--- config.mk ---
export PLATFORM = sky130hd
export DESIGN_NAME = ingress_port_flat
export DESIGN_NICKNAME = d
export VERILOG_FILES = /design/src/switch_pkg.sv /design/src/buffer_pkg.sv /design/src/page_if.sv /design/src/ingress_port.sv /design/src/flat_wrapper.sv
export SDC_FILE = /design/constraint.sdc
export NUM_CORES = 1
export LEC_CHECK = 0
export BUFFER_PORTS_ARGS = -buffer_cell sky130_fd_sc_hd__buf_2
export CORE_MARGIN = 4
export CORE_UTILIZATION = 50
export DETAILED_ROUTE_END_ITERATION = 6
export GPL_TIMING_DRIVEN = 1
export PLACE_DENSITY = 0.78
export RECOVER_POWER = 100
export SYNTH_ARGS = -nofsm -noshare
export SYNTH_HDL_FRONTEND = slang
export SYNTH_SLANG_ARGS = --single-unit
export TNS_END_PERCENT = 1
--- constraint.sdc ---
create_clock -name clk -period 2.3 [get_ports clk]
set_input_delay 0.46 -clock clk [delete_from_list [all_inputs] [get_ports clk]]
set_output_delay 0.46 -clock clk [all_outputs]
set_load 0.005 [all_outputs]
--- src/switch_pkg.sv ---
package switch_pkg;

    localparam int num_ports  = 4;
    localparam int num_prios  = 2;
    localparam int num_queues = num_ports * num_prios;  // one per dest and priority
    localparam int port_w     = $clog2(num_ports);
    localparam int qid_w      = $clog2(num_queues);
    localparam int word_w     = 16;
    localparam int max_len    = 31;                     // data words after the header

    typedef struct packed {
        logic [1:0] dest;
        logic       prior;
        logic [7:0] spare;
        logic [4:0] length;
    } pkt_hdr_t;

    // first word of a packet is read as a header, the rest as plain data
    typedef union packed {
        pkt_hdr_t          hdr;
        logic [word_w-1:0] data;
    } pkt_word_u;

endpackage

--- src/buffer_pkg.sv ---
package buffer_pkg;

    localparam int page_words = 8;
    localparam int num_pages  = 64;
    localparam int ofs_w      = $clog2(page_words);
    localparam int ptr_w      = $clog2(num_pages);
    localparam int addr_w     = ptr_w + ofs_w;        // {page, offset}

    typedef logic [ptr_w-1:0] page_ptr_t;
    typedef logic [ofs_w-1:0] word_ofs_t;

    typedef struct packed {
        logic [2:0] qid;      // {dest, prior}
        page_ptr_t  first;    // first page, also the packet key
    } pkt_desc_t;

endpackage

--- src/page_if.sv ---
`timescale 1ns/1ps

interface page_if;
    import switch_pkg::*;
    import buffer_pkg::*;

    logic              req;      // page staged, held until done
    logic [ofs_w:0]    words;    // 1 to 8
    logic              last;
    logic              first;
    logic [qid_w-1:0]  qid;
    logic [word_w-1:0] rd_word;
    logic              grant;
    word_ofs_t         rd_ofs;
    logic              done;

    modport ingress (output req, words, last, first, qid, rd_word, input grant, rd_ofs, done);
    modport writer  (input req, words, last, first, qid, rd_word, output grant, rd_ofs, done);
endinterface

--- src/ingress_port.sv ---
`timescale 1ns/1ps

module ingress_port (
    input  logic                          clk,
    input  logic                          arst_n,
    input  logic                          sop,
    input  logic                          eop,
    input  logic                          vld,
    input  logic [switch_pkg::word_w-1:0] data,
    output logic                          full,
    output logic                          almost_full,
    page_if.ingress                       pg
);
    import switch_pkg::*;
    import buffer_pkg::*;

    logic [word_w-1:0] stage [page_words];
    logic [ofs_w:0]    cnt;       // words held in the staging page
    logic              staged;
    logic              take;
    pkt_word_u         w;

    assign w.data = data;
    assign take   = vld && !staged;  // words are ignored while a page waits

    always_ff @(posedge clk or negedge arst_n) begin
        if (!arst_n) begin
            cnt    <= '0;
            staged <= 1'b0;
        end else if (pg.done) begin
            cnt    <= '0;
            staged <= 1'b0;
        end else if (take) begin
            cnt <= cnt + 1'b1;
            if (eop || cnt == page_words - 1) begin
                staged <= 1'b1;    // page full or packet ended
            end
        end
    end

    always_ff @(posedge clk) begin
        if (take) begin
            stage[cnt[ofs_w-1:0]] <= data;
            pg.last               <= eop;
            if (cnt == 0) begin
                pg.first <= sop;
            end
            if (sop) begin
                pg.qid <= {w.hdr.dest, w.hdr.prior};
            end
        end
    end

    assign pg.req      = staged;
    assign pg.words    = cnt;
    assign pg.rd_word  = stage[pg.rd_ofs];
    assign full        = staged;
    assign almost_full = (cnt == page_words - 1);
endmodule

--- src/flat_wrapper.sv ---
// flat-port wrapper written by rule: the top's interface ports become plain ports
module ingress_port_flat import switch_pkg::*; import buffer_pkg::*;
  (clk, arst_n, sop, eop, vld, data, full, almost_full, pg_req, pg_words, pg_last, pg_first, pg_qid, pg_rd_word, pg_grant, pg_rd_ofs, pg_done);
  page_if pg_i ();
  input  logic clk;
  input  logic arst_n;
  input  logic sop;
  input  logic eop;
  input  logic vld;
  input  logic [switch_pkg::word_w-1:0] data;
  output logic full;
  output logic almost_full;
  output wire logic [$bits(pg_i.req)-1:0] pg_req;
  output wire logic [$bits(pg_i.words)-1:0] pg_words;
  output wire logic [$bits(pg_i.last)-1:0] pg_last;
  output wire logic [$bits(pg_i.first)-1:0] pg_first;
  output wire logic [$bits(pg_i.qid)-1:0] pg_qid;
  output wire logic [$bits(pg_i.rd_word)-1:0] pg_rd_word;
  input wire logic [$bits(pg_i.grant)-1:0] pg_grant;
  input wire logic [$bits(pg_i.rd_ofs)-1:0] pg_rd_ofs;
  input wire logic [$bits(pg_i.done)-1:0] pg_done;
  assign pg_req = pg_i.req;
  assign pg_words = pg_i.words;
  assign pg_last = pg_i.last;
  assign pg_first = pg_i.first;
  assign pg_qid = pg_i.qid;
  assign pg_rd_word = pg_i.rd_word;
  assign pg_i.grant = pg_grant;
  assign pg_i.rd_ofs = pg_rd_ofs;
  assign pg_i.done = pg_done;
  ingress_port u_core (.clk(clk), .arst_n(arst_n), .sop(sop), .eop(eop), .vld(vld), .data(data), .full(full), .almost_full(almost_full), .pg(pg_i));
endmodule
Word-level counts from Yosys, hierarchy flattened
Memory sizes are Yosys's and may differ from the RTL's.
Index checks and enable logic that the tools add are counted.
{"block": "word_totals", "regBits": 10, "ram_bits": 128, "input_bits": 26, "output_inout_bits": 28, "wordCells": 24, "n_memories": 1}
{"memory": "u_core.stage", "words": 8, "word_bits": 16, "read_ports": 1, "rd_ports_with_merged_regs": 0, "write_ports": 1, "line_no": "ingress_port.sv:17", "rtl": "logic [word_w-1:0] stage [page_words];"}
{"block": "classes", "addsub": 1, "eq_ne": 1, "n_mux": 7, "reduce_logical": 9}
{"op": "$mux 4", "n": 2}
{"op": "$reduce_and 2->1", "n": 3}
{"op": "$mux 1", "n": 5}
{"op": "$add 4x1->4 const B", "n": 1}
{"op": "$eq 4x3->1 const B", "n": 1}
{"op": "$logic_not 4->1", "n": 1}
{"op": "$reduce_bool 2->1", "n": 2}
{"op": "$logic_and 1x1->1", "n": 1}
{"op": "$logic_not 1->1", "n": 1}
{"op": "$logic_or 1x1->1", "n": 1}

Depth between registers and ports, before layout
{"block": "logic_depth", "word_depth": 5, "depth_mapped": 4, "ltp_nobuf": 4}

Least setup slack after synthesis
Ideal clock, no wire load.
{"block": "synth_timing", "path_type": "input port to flip-flop", "startpoint": "input port vld", "endpoint": "memory u_core.stage[0][0] (enable)", "setup_ns": 0.409, "arrival_time_ns": 2.061, "required_ns": 1.891, "path_slack_ns": -0.170, "stages": 4, "n_path_buf": 1, "path_cell_list": "nor2b_1 clkbuf_1 nand2b_1 nor3_1"}
{"block": "synth_via", "elab_chain_cells": 3}
{"item": "start: declaration", "line_no": "flat_wrapper.sv:9", "rtl": "input logic vld;"}
{"item": "$logic_and 1x1->1", "line_no": "ingress_port.sv:24", "rtl": "assign take = vld && !staged;"}
{"item": "named net u_core.take", "line_no": "ingress_port.sv:20", "rtl": "logic take;"}
{"item": "$mux 1", "line_no": "ingress_port.sv:42", "rtl": "if (take) begin"}
{"item": "$mux 1 (not written as such)", "line_no": "ingress_port.sv:43", "rtl": "stage[cnt[ofs_w-1:0]] <= data;"}
{"item": "end: declaration", "line_no": "ingress_port.sv:17"}
The timed path passes the listed nets, and every way through them passes these cells.

Worst setup path after layout
{"block": "layout_timing", "startpoint": "memory u_core.stage[5][15]", "endpoint": "output port pg_rd_word[15]"}
{"block": "layout_via", "elab_chain_cells": 1}
{"item": "$mem_v2 8x16"}
{"item": "end: declaration", "line_no": "flat_wrapper.sv:18", "rtl": "output wire logic [$bits(pg_i.rd_word)-1:0] pg_rd_word;"}
No other way between the ends.

==> metrics.txt <==
Crit Path Class flop to output pin; Yosys top cell by area edfxtp_1; unrepaired setup endpoints after global routing yes; fin util 0.615; XOR/XNOR Fraction of Synth Area 0.00325; Post-synth EDFFs 133; initial DRC count 189; slowest CP cell mux4_2; Post-layout nets 332; # H-tree levels 4; largest family of logic cells by synthesized area multiplexers; num rows 37; Final WS setup 35.0 ps; CTS tree built; Finished Layout Cells 453; final hold vios 0; Seq pwr share 0.483; gpl congestion 0.762; routed vias/inst 5.59; Slew Viols, Final 0; R2R setup slack 480 ps; Total Power 5890 uW; total CTS buffers 17; Clk pwr share 0.462; Comb pwr share 0.054; Post-Synthesis Cells 231; Int Power 4650 uW; synth warn 0; endpoints failing setup 0; Synth top cells by count edfxtp_1, mux4_1, mux2_2; Seq/Total Area, Yosys 0.763; Mapped Area 5400 um^2; fmax 0.441 GHz; Diodes inserted 0; RR Startpoint u_core.full; Peak supply drop 0.602 mV; vias in the first global route 2,680; Worst Hold Class input port to flop; crit path time final 2270 ps; Initial Util 0.518; Max stage delay on crit path 480 ps; largest cells by area after synthesis edfxtp_1, mux4_1, mux2_2; Max clock buf depth 2; final instance area 6400 um^2; switching power 1240 uW; max_cap viols 0; first-pass GRT wire length 15.3 mm; Final Cycle Share 0.985; Pleak 0.00217 uW; Worst Setup EP pg_rd_word[15]; worst endpoint data arrival time 1810 ps; Layout area overhead 18.6%; core region area 10,400 um^2; max_slew headroom 0.625; DIE AREA 12,500 um^2; Remaining Overflow, GRT 0; count leader, synth edfxtp_1; hpwl dp 5.24 mm; Worst Setup Start Kind flop; layout cell share with drive strength beyond 1 0.347; clk_lat worst skew 520 ps; Setup crit start u_core.stage[5][15]; remaining antenna violation count 0; port bufs 52; Synth async-reset ratio 0.0362; Post-Synth Simple-Gate Area 0.0206; WL/cell 21.4 um; adder-cell share of the synthesized area 0.00464; cell depth of the worst flop-to-flop path 4; GR Util All Layers 0.166; crit path cell chain mux4_2 > mux2_4 > buf_6; syn nets 259; Die Span Y 112 um; antenna violations before repair 0; Synth Area in Compound Gates 0.00371; drt first pass iters 4; Synth top area share 0.740; Switching Fraction 0.210; r2r endpoint u_core.stage[0][10]; DP Area 5880 um^2; Clock Root Buffer clkbuf_8; synthesized area per cell 23.4 um^2; die width 112 um; worst-path fanout max 1; crit path capture type output pin; number of clock sinks 138; pre-CTS setup slack 35.9 ps; clock slew seen by the registers of the worst setup and hold paths 60 ps; pin count of the biggest net entering global routing 33; Least-Margin Pin Slew 562 ps; clock skew 11.8 ps; placed cells 420; Synth cell types 27; DRC violations left 0; Via Count 2,531; outcome finished, final reports clean; Post-Route WL 9.70 mm; multiplexer area fraction after synthesis 0.188; Critical Path RT 1840 ps; flops & latches, synth 138; top_reg_cell synth edfxtp_1; I/O pins 54; PwrDens 919 nW/um^2
[cell type report]
type / count / area [um^2]
Clock buffer: 17 / 414
Clock inverter: 15 / 190
Fill cell: 730 / 4010
Inverter: 3 / 11.3
Multi-Input combinational cell: 79 / 1140
Sequential cell: 138 / 4120
Tap cell: 136 / 170
Timing Repair Buffer: 65 / 360
[routing by layer]
metal  GRT usage  part of all wire  vias up  routed length (um)
met5           0                 0        -                   0
met4      0.0584             0.015        0                 145
met3      0.0565             0.062       19                 605
met2       0.275              0.53      105                5110
met1       0.205              0.40     1293                3830
li1            -                 -     1114                   -
[worst max-delay path, delay by kind of cell (launching register included)]
family   cells  cell delay (ps)
flops        1              390
buf+inv      1              120
mux          2              780
[cell usage in the layout (no fill, tap or decap), types with 5 or more instances in the layout]
master,n
clkbuf_2,8
clkbuf_1,27
clkbuf_16,16
edfxtp_1,133
buf_2,21
mux4_1,7
dfrtp_1,5
buf_6,5
mux4_2,25
mux2_4,7
nor2_1,9
mux2_2,9
[how the worst min path moves through the flow]
stage            from            endpoint  depth (start not counted)
5_1_grt           sop     u_core.pg.first                          1
2_1_floorplan  arst_n         u_core.full                          0
6_report          sop     u_core.pg.first                          1
4_1_cts           sop     u_core.pg.first                          1
3_5_place_dp   arst_n  u_core.pg.words[3]                          1
3_3_place_gp   arst_n  u_core.pg.words[0]                          1
[stage by stage]
stage          hold WS (ps)  setup TNS (ps)
2_1_floorplan           164               0
4_1_cts                 100               0
3_3_place_gp            280               0
5_1_grt                 108            -116
3_5_place_dp            281               0
6_report                119               0
[cell families (layout without fill, tap and decap cells)]
kind of cell	count (synthesis)	after routing
xor gates and xnor gates	2	2
DFF	138	138
muxes	49	49
buffers and inverters	14	100
and+or+nand+nor	22	22
AOI/OAI and AO/OA	4	4
adders and majority gates	2	2
[state kept, by name, indices dropped and copies added (netlist names)]
register,cells
u_core.full,1
u_core.pg.first,1
u_core.pg.last,1
u_core.pg.qid,3
u_core.pg.words,4
u_core.stage,128
[repair_timing]
| item | 4_1_cts | 5_1_grt |
|---|---|---|
| hold buffers | 1 | 0 |
| endpoints found under the hold margin | 5 | 0 |
| resized for setup | 6 | 27 |
| gates cloned | 0 | 0 |
| endpoints found under the setup margin | 5 | 15 |
| setup buffers | 0 | 0 |
[power groups by stage]
| stage | logic, uW | registers, uW | clock network (uW) |
|---|---|---|---|
| after floorplan | 171 | 2890 | 0 |
| after global placement | 295 | 2890 | 0 |
| after detailed placement | 305 | 2900 | 0 |
| after CTS | 312 | 2840 | 2760 |
| after global routing | 350 | 2850 | 2900 |
| final | 319 | 2850 | 2720 |
Power figures use the tool's default switching activity.
