**src/switch_pkg.sv**
```systemverilog
package switch_pkg;

    localparam int num_ports  = 4;
    localparam int num_prios  = 2;
    localparam int num_queues = num_ports * num_prios;  // one per dest and priority
    localparam int port_w     = $clog2(num_ports);
    localparam int qid_w      = $clog2(num_queues);
    localparam int word_w     = 16;
    localparam int max_len    = 31;                     // data words after the header

    typedef struct packed {
        logic [1:0] dest;
        logic       prior;
        logic [7:0] spare;
        logic [4:0] length;
    } pkt_hdr_t;

    // first word of a packet is read as a header, the rest as plain data
    typedef union packed {
        pkt_hdr_t          hdr;
        logic [word_w-1:0] data;
    } pkt_word_u;

endpackage

```
**src/buffer_pkg.sv**
```systemverilog
package buffer_pkg;

    localparam int page_words = 8;
    localparam int num_pages  = 64;
    localparam int ofs_w      = $clog2(page_words);
    localparam int ptr_w      = $clog2(num_pages);
    localparam int addr_w     = ptr_w + ofs_w;        // {page, offset}

    typedef logic [ptr_w-1:0] page_ptr_t;
    typedef logic [ofs_w-1:0] word_ofs_t;

    typedef struct packed {
        logic [2:0] qid;      // {dest, prior}
        page_ptr_t  first;    // first page, also the packet key
    } pkt_desc_t;

endpackage

```
**src/desc_if.sv**
```systemverilog
`timescale 1ns/1ps

interface desc_if;
    import buffer_pkg::*;

    logic      valid;    // single cycle, never stalled
    pkt_desc_t desc;

    modport writer (output valid, desc);
    modport reader (input valid, desc);
endinterface

```
**src/egress_reader.sv**
```systemverilog
`timescale 1ns/1ps

module egress_reader (
    input  logic                          clk,
    input  logic                          arst_n,
    desc_if.reader                        dq,
    input  logic                          wb_cyc,
    input  logic                          wb_stb,
    input  logic                          wb_we,
    input  logic [2:0]                    wb_adr,
    output logic [switch_pkg::word_w-1:0] wb_dat_o,
    output logic                          wb_ack,
    output logic [buffer_pkg::addr_w-1:0] raddr,
    input  logic [switch_pkg::word_w-1:0] rdata,
    output buffer_pkg::page_ptr_t         link_addr,
    input  buffer_pkg::page_ptr_t         link_data,
    output logic                          free_push,
    output buffer_pkg::page_ptr_t         free_in
);
    import switch_pkg::*;
    import buffer_pkg::*;

    page_ptr_t             head [num_queues];
    page_ptr_t             tail [num_queues];
    page_ptr_t             pnext [num_pages];   // next packet, keyed by first page
    logic [num_queues-1:0] q_ne;
    logic [num_ports-1:0]  active;              // destination is mid-packet
    page_ptr_t             cur_pg [num_ports];
    word_ofs_t             ofs [num_ports];
    logic [$clog2(max_len+1)-1:0] rem [num_ports];  // data words left
    logic [port_w-1:0]     d, d2;
    logic [qid_w-1:0]      q_hi, q_lo, sel_q, eq;
    logic                  ph1, ph2, avail, rd, start_pkt, deq_last, pkt_end;
    logic                  stat_q, hit_q, hdr_q;
    page_ptr_t             pg_now;
    word_ofs_t             ofs_now;
    pkt_word_u             rword;

    assign d         = wb_adr[port_w-1:0];
    assign q_hi      = {d, 1'b1};
    assign q_lo      = {d, 1'b0};
    assign sel_q     = q_ne[q_hi] ? q_hi : q_lo;    // priority 1 first
    assign avail     = active[d] || q_ne[q_hi] || q_ne[q_lo];
    assign rd        = ph1 && !wb_adr[2] && !wb_we && avail;
    assign start_pkt = rd && !active[d];            // header word of a new packet
    assign deq_last  = start_pkt && head[sel_q] == tail[sel_q];
    assign pkt_end   = rd && active[d] && rem[d] == 1;
    assign pg_now    = active[d] ? cur_pg[d] : head[sel_q];
    assign ofs_now   = active[d] ? ofs[d] : '0;
    assign raddr     = {pg_now, ofs_now};
    assign link_addr = pg_now;
    assign free_push = rd && (ofs_now == word_ofs_t'(page_words - 1) || pkt_end);
    assign free_in   = pg_now;
    assign eq        = dq.desc.qid;
    assign rword.data = rdata;
    assign wb_ack    = ph2;
    assign wb_dat_o  = stat_q ? word_w'(q_ne) : (hit_q ? rdata : '0);

    always_ff @(posedge clk or negedge arst_n) begin
        if (!arst_n) begin
            ph1    <= 1'b0;
            ph2    <= 1'b0;
            active <= '0;
            q_ne   <= '0;
        end else begin
            ph1 <= wb_cyc && wb_stb && !ph1 && !ph2;   // address phase
            ph2 <= ph1;                                // data phase, ack
            if (start_pkt) begin
                active[d] <= 1'b1;
                if (deq_last) begin
                    q_ne[sel_q] <= 1'b0;
                end
            end
            if (pkt_end) begin
                active[d] <= 1'b0;
            end
            if (dq.valid) begin
                q_ne[eq] <= 1'b1;
            end
        end
    end

    always_ff @(posedge clk) begin
        if (ph1) begin
            stat_q <= wb_adr[2];
            hit_q  <= rd;
            hdr_q  <= start_pkt;
            d2     <= d;
        end
        if (rd) begin
            ofs[d]    <= ofs_now + 1'b1;
            cur_pg[d] <= (ofs_now == word_ofs_t'(page_words - 1)) ? link_data : pg_now;
            rem[d]    <= rem[d] - 1'b1;
        end
        if (ph2 && hdr_q) begin
            rem[d2] <= rword.hdr.length;   // length from the stored header
        end
        if (start_pkt && !deq_last) begin
            head[sel_q] <= pnext[head[sel_q]];
        end
        // enqueue last, so it wins over a dequeue that empties the same queue
        if (dq.valid) begin
            if (!q_ne[eq] || (deq_last && sel_q == eq)) begin
                head[eq] <= dq.desc.first;
            end else begin
                pnext[tail[eq]] <= dq.desc.first;
            end
            tail[eq] <= dq.desc.first;
        end
    end
endmodule

```
**src/flat_wrapper.sv**
```systemverilog
// flat-port wrapper written by rule: the top's interface ports become plain ports
module egress_reader_flat import switch_pkg::*; import buffer_pkg::*;
  (clk, arst_n, wb_cyc, wb_stb, wb_we, wb_adr, wb_dat_o, wb_ack, raddr, rdata, link_addr, link_data, free_push, free_in, dq_valid, dq_desc);
  desc_if dq_i ();
  input  logic clk;
  input  logic arst_n;
  input  logic wb_cyc;
  input  logic wb_stb;
  input  logic wb_we;
  input  logic [2:0] wb_adr;
  output logic [switch_pkg::word_w-1:0] wb_dat_o;
  output logic wb_ack;
  output logic [buffer_pkg::addr_w-1:0] raddr;
  input  logic [switch_pkg::word_w-1:0] rdata;
  output buffer_pkg::page_ptr_t link_addr;
  input  buffer_pkg::page_ptr_t link_data;
  output logic free_push;
  output buffer_pkg::page_ptr_t free_in;
  input wire logic [$bits(dq_i.valid)-1:0] dq_valid;
  input wire logic [$bits(dq_i.desc)-1:0] dq_desc;
  assign dq_i.valid = dq_valid;
  assign dq_i.desc = dq_desc;
  egress_reader u_core (.clk(clk), .arst_n(arst_n), .dq(dq_i), .wb_cyc(wb_cyc), .wb_stb(wb_stb), .wb_we(wb_we), .wb_adr(wb_adr), .wb_dat_o(wb_dat_o), .wb_ack(wb_ack), .raddr(raddr), .rdata(rdata), .link_addr(link_addr), .link_data(link_data), .free_push(free_push), .free_in(free_in));
endmodule
```
**config.mk**
```make
export PLATFORM = sky130hd
export DESIGN_NAME = egress_reader_flat
export DESIGN_NICKNAME = d
export VERILOG_FILES = /design/src/switch_pkg.sv /design/src/buffer_pkg.sv /design/src/desc_if.sv /design/src/egress_reader.sv /design/src/flat_wrapper.sv
export SDC_FILE = /design/constraint.sdc
export NUM_CORES = 1
export LEC_CHECK = 0
export ABC_CLOCK_PERIOD_IN_PS = 4700
export BUFFER_PORTS_ARGS = -buffer_cell sky130_fd_sc_hd__buf_4
export CAP_MARGIN = 30
export CORE_MARGIN = 1
export CORE_UTILIZATION = 55
export CTS_CLUSTER_SIZE = 24
export DETAILED_ROUTE_END_ITERATION = 8
export PLACE_DENSITY = 0.72
export SLEW_MARGIN = 15
export SYNTH_ARGS = -nofsm -noshare
export SYNTH_HDL_FRONTEND = slang
export SYNTH_SLANG_ARGS = --single-unit
```
**constraint.sdc**
```tcl
create_clock -name clk -period 4.7 [get_ports clk]
set_input_delay 0.47 -clock clk [delete_from_list [all_inputs] [get_ports clk]]
set_output_delay 0.47 -clock clk [all_outputs]
set_load 0.05 [all_outputs]
```
Word-level counts from Yosys, hierarchy flattened --
Memories as Yosys holds them, arrays and structs flattened. Cells that the tools add are included.
Storage, ports and cells: bits in registers 19, latch bits 0, memory bits (writable) 536, memory bits (read-only) 0, input port bits 40, output and inout port bits 39, word-level logic and storage cells 101, memories kept 6
Operators by class: add/subtract/negate cells 2, multipliers 0, divide/modulo/power cells 0, order comparisons 8, equality and inequality tests 4, shifts and indexed selects 0, mux-type cells 39, bitwise logic cells 6, reductions and logical operators 28
Memories:
- u_core.pnext | depth 64, width 6, read ports 1, clocked after Yosys merged registers in 0, write ports 1, RTL line egress_reader.sv:25 | page_ptr_t pnext [num_pages];
- u_core.head | depth 8, width 6, read ports 1, clocked after Yosys merged registers in 0, write ports 2, RTL line egress_reader.sv:23 | page_ptr_t head [num_queues];
- u_core.tail | depth 8, width 6, read ports 2, clocked after Yosys merged registers in 0, write ports 1, RTL line egress_reader.sv:24 | page_ptr_t tail [num_queues];
- u_core.cur_pg | depth 4, width 6, read ports 1, clocked after Yosys merged registers in 0, write ports 1, RTL line egress_reader.sv:28 | page_ptr_t cur_pg [num_ports];
- u_core.rem | depth 4, width 5, read ports 1, clocked after Yosys merged registers in 0, write ports 2, RTL line egress_reader.sv:30 | logic [$clog2(max_len+1)-1:0] rem [num_ports];
- u_core.ofs | depth 4, width 3, read ports 1, clocked after Yosys merged registers in 0, write ports 1, RTL line egress_reader.sv:29 | word_ofs_t ofs [num_ports];
Operators with widths (number):
- 16-bit 2-to-1 mux | 2
- 8-bit 2-to-1 mux | 3
- 1-bit 2-to-1 mux | 22
- 1-bit logical AND | 17
- 3-bit by 4-bit < comparator with 1-bit output (second input constant) | 4
- 6-bit 2-to-1 mux | 2
- 8-bit bitwise AND | 1
- 4-bit 2-to-1 mux | 2
- 8-bit NOT | 1
- 8-bit bitwise OR | 1
- 1-bit logical NOT | 7
- 1-bit binary-select mux with 2-bit select | 3
- 1-bit demux with 3-bit select | 2
- 6-bit == test | 1
- 3-bit by 1-bit >= comparator with 1-bit output (second input constant) | 2
- 5-bit by 1-bit == test with 1-bit output (second input constant) | 1
- 5-bit by 1-bit subtractor with 5-bit output (second input constant) | 1
- 4-bit bitwise AND | 1
- 1-bit logical OR | 4
- 4-bit NOT | 1
- 4-bit bitwise OR | 1
- 3-bit by 1-bit adder with 3-bit output (second input constant) | 1
- 1-bit binary-select mux with 3-bit select | 1
- 3-bit == test | 1
- other kinds (5) | 5

Logic depth before layout (Yosys ltp) --
depth after elaboration 13, depth in mapped cells 16

Worst setup path before layout --
Ideal clock, no wire load.
path type input to output, from input port wb_adr[0], to output port free_push, arrival 3.862 ns, data required time 4.230 ns, path slack 0.368 ns, stages 12, cells stage by stage buf_6 > buf_6 > buf_4 > buf_4 > buf_4 > buf_1 > mux4_2 > and2_1 > ha_1 > ha_1 > clkinv_1 > a21oi_1
On the way: elaborated cells on any way between the ends 18
RTL lines:
- start: declaration | RTL line flat_wrapper.sv:10 | input logic [2:0] wb_adr;
- 1-bit binary-select mux with 2-bit select | RTL line egress_reader.sv:49 | assign ofs_now = active[d] ? ofs[d] : '0;
- 1-bit 2-to-1 mux (not written as such) | RTL line egress_reader.sv:49
- 3-bit 2-to-1 mux * | RTL line egress_reader.sv:49
- named net raddr (one bit) | RTL line flat_wrapper.sv:13 | output logic [buffer_pkg::addr_w-1:0] raddr;
- 3-bit == test * | RTL line egress_reader.sv:52 | assign free_push = rd && (ofs_now == word_ofs_t'(page_words - 1) || pkt_end);
- 1-bit logical OR * | RTL line egress_reader.sv:52
- 1-bit logical AND * | RTL line egress_reader.sv:52
- end: declaration | RTL line flat_wrapper.sv:17 | output logic free_push;
The timed path passes the listed nets; every way through them passes the cells marked *. The select of a mux whose other input is x is not followed.

==> metrics.cfg <==
[run_status]
run_status = completed

[layout]
drive_gt1_share_pct = 18.6
final_cell_mix = edfxtp_1 (541), nand2_1 (379), buf_4 (168), nand3_1 (138), nor2_1 (118)
final_common_cell = edfxtp_1
fin_area_um2 = 27500
fin_cells = 2562
utilization_pct = 63.9
fin_nets = 1976
diodes = 0
area_growth_pct = 14.4

[sta]
rsz0062_at_grt = false
setup_viol = 0
slew_violations = 0
fmax_mhz = 232
hold-worst-slack_ns = 0.0574
setup_ws_ns = 0.388
finalCritPeriodShare_pct = 91.7
slew-limit-headroom_pct = 32.6
tightest_slew_ns = 1.01
fin_setup_tns_ns = 0
finalClockSkew_ns = 0.0184
hold_violations = 0
timing.final.crit_period_ns = 4.31

[clock_tree]
clk_latency_ns = 0.61
ctsResizeCount = 0
cts_sinks = 555
clockBufferDepth = 3
clockRootBuffer = clkbuf_16
cts_buffers = 55
cts_tree = yes
clk_pin_slew_ns = 0.06
cts_htree_levels = 2

[critical_path]
critical_path.top_delay_family = simple AND/OR/NAND/NOR gates
crit_arrival_ns = 4.79
cpMaxStageDelayCell = mux4_2
cp-end-kind = register
cp.required_ns = 5.17
worst-path-buf-inv = 4
crit_type = reg2reg
critPathMaxFanout = 48
cp_common_cell = buf_12
worstPathCellList = mux4_2 -> o211ai_1 -> buf_12 -> buf_12 -> buf_12 -> nand2_1 -> nand3_1 -> nand4_1 -> nor4_1 -> buf_4 -> or4_1 -> mux2_2
slowest_delay_ns = 0.65
startpoint_type = register

[floorplan]
rows = 76
die_y_um = 211
ios = 79
start_util_pct = 55.8
die-width_um = 211
dieArea_um2 = 44600
core_um2 = 43100

[placement]
finalWeightedCongestion = 0.985
placed_cells = 2456
place_area_um2 = 25500
port_buffers = 78
hpwlAfterDp_um = 38300
dp_slack_ns = 0.288

[power]
power_mw = 12.1
power_switching_mw = 3.10
p_per_area_nw_per_um2 = 438
total_leakage_power_nw = 9.59
clkPwrFrac_pct = 38.4
swShare_pct = 25.8
p_int_mw = 8.95
comb_power_share_pct = 15.0
p_seq_share_pct = 46.6
ir_drop_mv = 0.299

[synthesis]
synthCells = 1817
ys_warn_count = 0
async_flop_share_pct = 2.52
synth-adder-area-share_pct = 0.208
avgSynthCellArea_um2 = 13.2
synth_top_family_by_area = simple AND/OR/NAND/NOR gates
synth-xor-area-share_pct = 0.437
syn-cell-area_um2 = 24000
synth_edf_count = 541
synth-main-ff-cell = edfxtp_1
syn_nets = 1861
yosysUniqueCellTypes = 67
synth_top_area_share_pct = 67.6
yosys.area.top_type = edfxtp_1
synthMuxAreaShare_pct = 7.18
synth-seq-cells = 555
ys_seq_area_share_pct = 69.0
synth_area_leaders = edfxtp_1 (68%), nand2_1 (5.9%), mux2_2 (3.0%)
synth-compound-area-share_pct = 6.23
synth-simple-area-share_pct = 14.2

[route]
vias = 15706
first_pass_iters = 6
wl_um = 61100
routedWlPerCell_um = 23.8
ant_nets = 0
drc = 0
viasPerCell = 6.13
drt_iter0_drc = 1723

[global_route]
grt_pass1_wl_um = 92300
antenna_found_initial = 0
grt_use_total_pct = 27.9
grt_pass1_vias = 15417
overflow = 0
grt_max_degree = 105

[min_path]
hp-class = in2reg

[flow_run]
drv_cap = 0

==> power by group through the flow <==
stage / clock network (mW) / logic, mW / registers (mW)
floorplan: 0 / 1.23 / 5.70
global placement: 0 / 1.73 / 5.71
detailed placement: 0 / 1.77 / 5.71
CTS: 4.66 / 1.78 / 5.61
global route: 4.85 / 1.93 / 5.61
finish: 4.63 / 1.81 / 5.61
==> area by class of cell <==
type / count / area, um^2
timing repair buffer: 176 / 1430
clock inverter: 39 / 467
multi-input combinational: 1132 / 6800
sequential: 555 / 16600
inverter: 12 / 46.3
fill: 3114 / 15600
clock buffer: 63 / 1450
tap: 585 / 732
==> sequential cells by signal, indices dropped and copies added, names as in the netlist <==
name and flops:
u_core.active 4, u_core.head 48, u_core.wb_ack 1, u_core.d2 2, u_core.stat_q 1, u_core.hit_q 1
u_core.cur_pg 24, u_core.tail 48, u_core.hdr_q 1, u_core.q_ne 8, u_core.ph1 1, u_core.pnext 384
u_core.rem 20, u_core.ofs 12
==> cells in the mapped netlist, types with 6 or more instances <==
cell type and instances:
inv_1 10, mux2i_1 45, o221ai_1 20, nor3_1 17, nor2_1 118, buf_1 15
clkbuf_1 40, or3_1 6, or4_1 7, nand4_1 19, nand2_1 379, o21ai_0 40
nand3_1 138, o21ai_1 6, dfrtp_1 14, a32oi_1 7, and3_1 10, mux4_2 23
nand2b_1 15, edfxtp_1 541, xnor2_1 7, buf_2 31, buf_4 27, nor4_1 6
and2_1 14, a31oi_1 20, a221oi_1 6, o211a_1 6, a22o_1 6, mux2_2 65
o22ai_1 26, a21oi_1 54, a21o_1 6
==> what timing repair did <==
action                                 in CTS  in global routing
endpoints found under the hold margin      14                  0
setup buffers                               0                  0
hold buffers                                1                  0
==> worst paths after layout <==
kind                                     endpoint  slack [ns]        startpoint  depth (start not counted)
worst max-delay path            u_core.head[7][3]        0.39    u_core.q_ne[1]                         12
worst min-delay path                u_core.stat_q        0.06         wb_adr[2]                          1
worst max register to register  u_core.head[7][3]        0.39    u_core.q_ne[1]                         12
worst min register to register   u_core.active[2]        0.50  u_core.active[2]                          1
max in group asynchronous        u_core.active[1]        4.26            arst_n                          2
min in group asynchronous        u_core.active[2]        0.26            arst_n                          2
==> per-layer routing <==
layer / global-route usage (%) / wire length (um) / up-vias / share of wire [%]
met3: 5.13 / 5460 / 147 / 8.9
met1: 38.2 / 24300 / 7698 / 40
met5: 0 / 0 / - / 0
li1: - / - / 7033 / -
met4: 10.4 / 2250 / 0 / 3.7
met2: 44.8 / 29000 / 828 / 47
==> cells by family after synthesis <==
group	count (synthesis)
simple gates	758
flops	555
compound gates	223
mux	135
buf+inv	130
xor+xnor	12
fa+ha+maj	4
(Power assumes the default switching activity.)
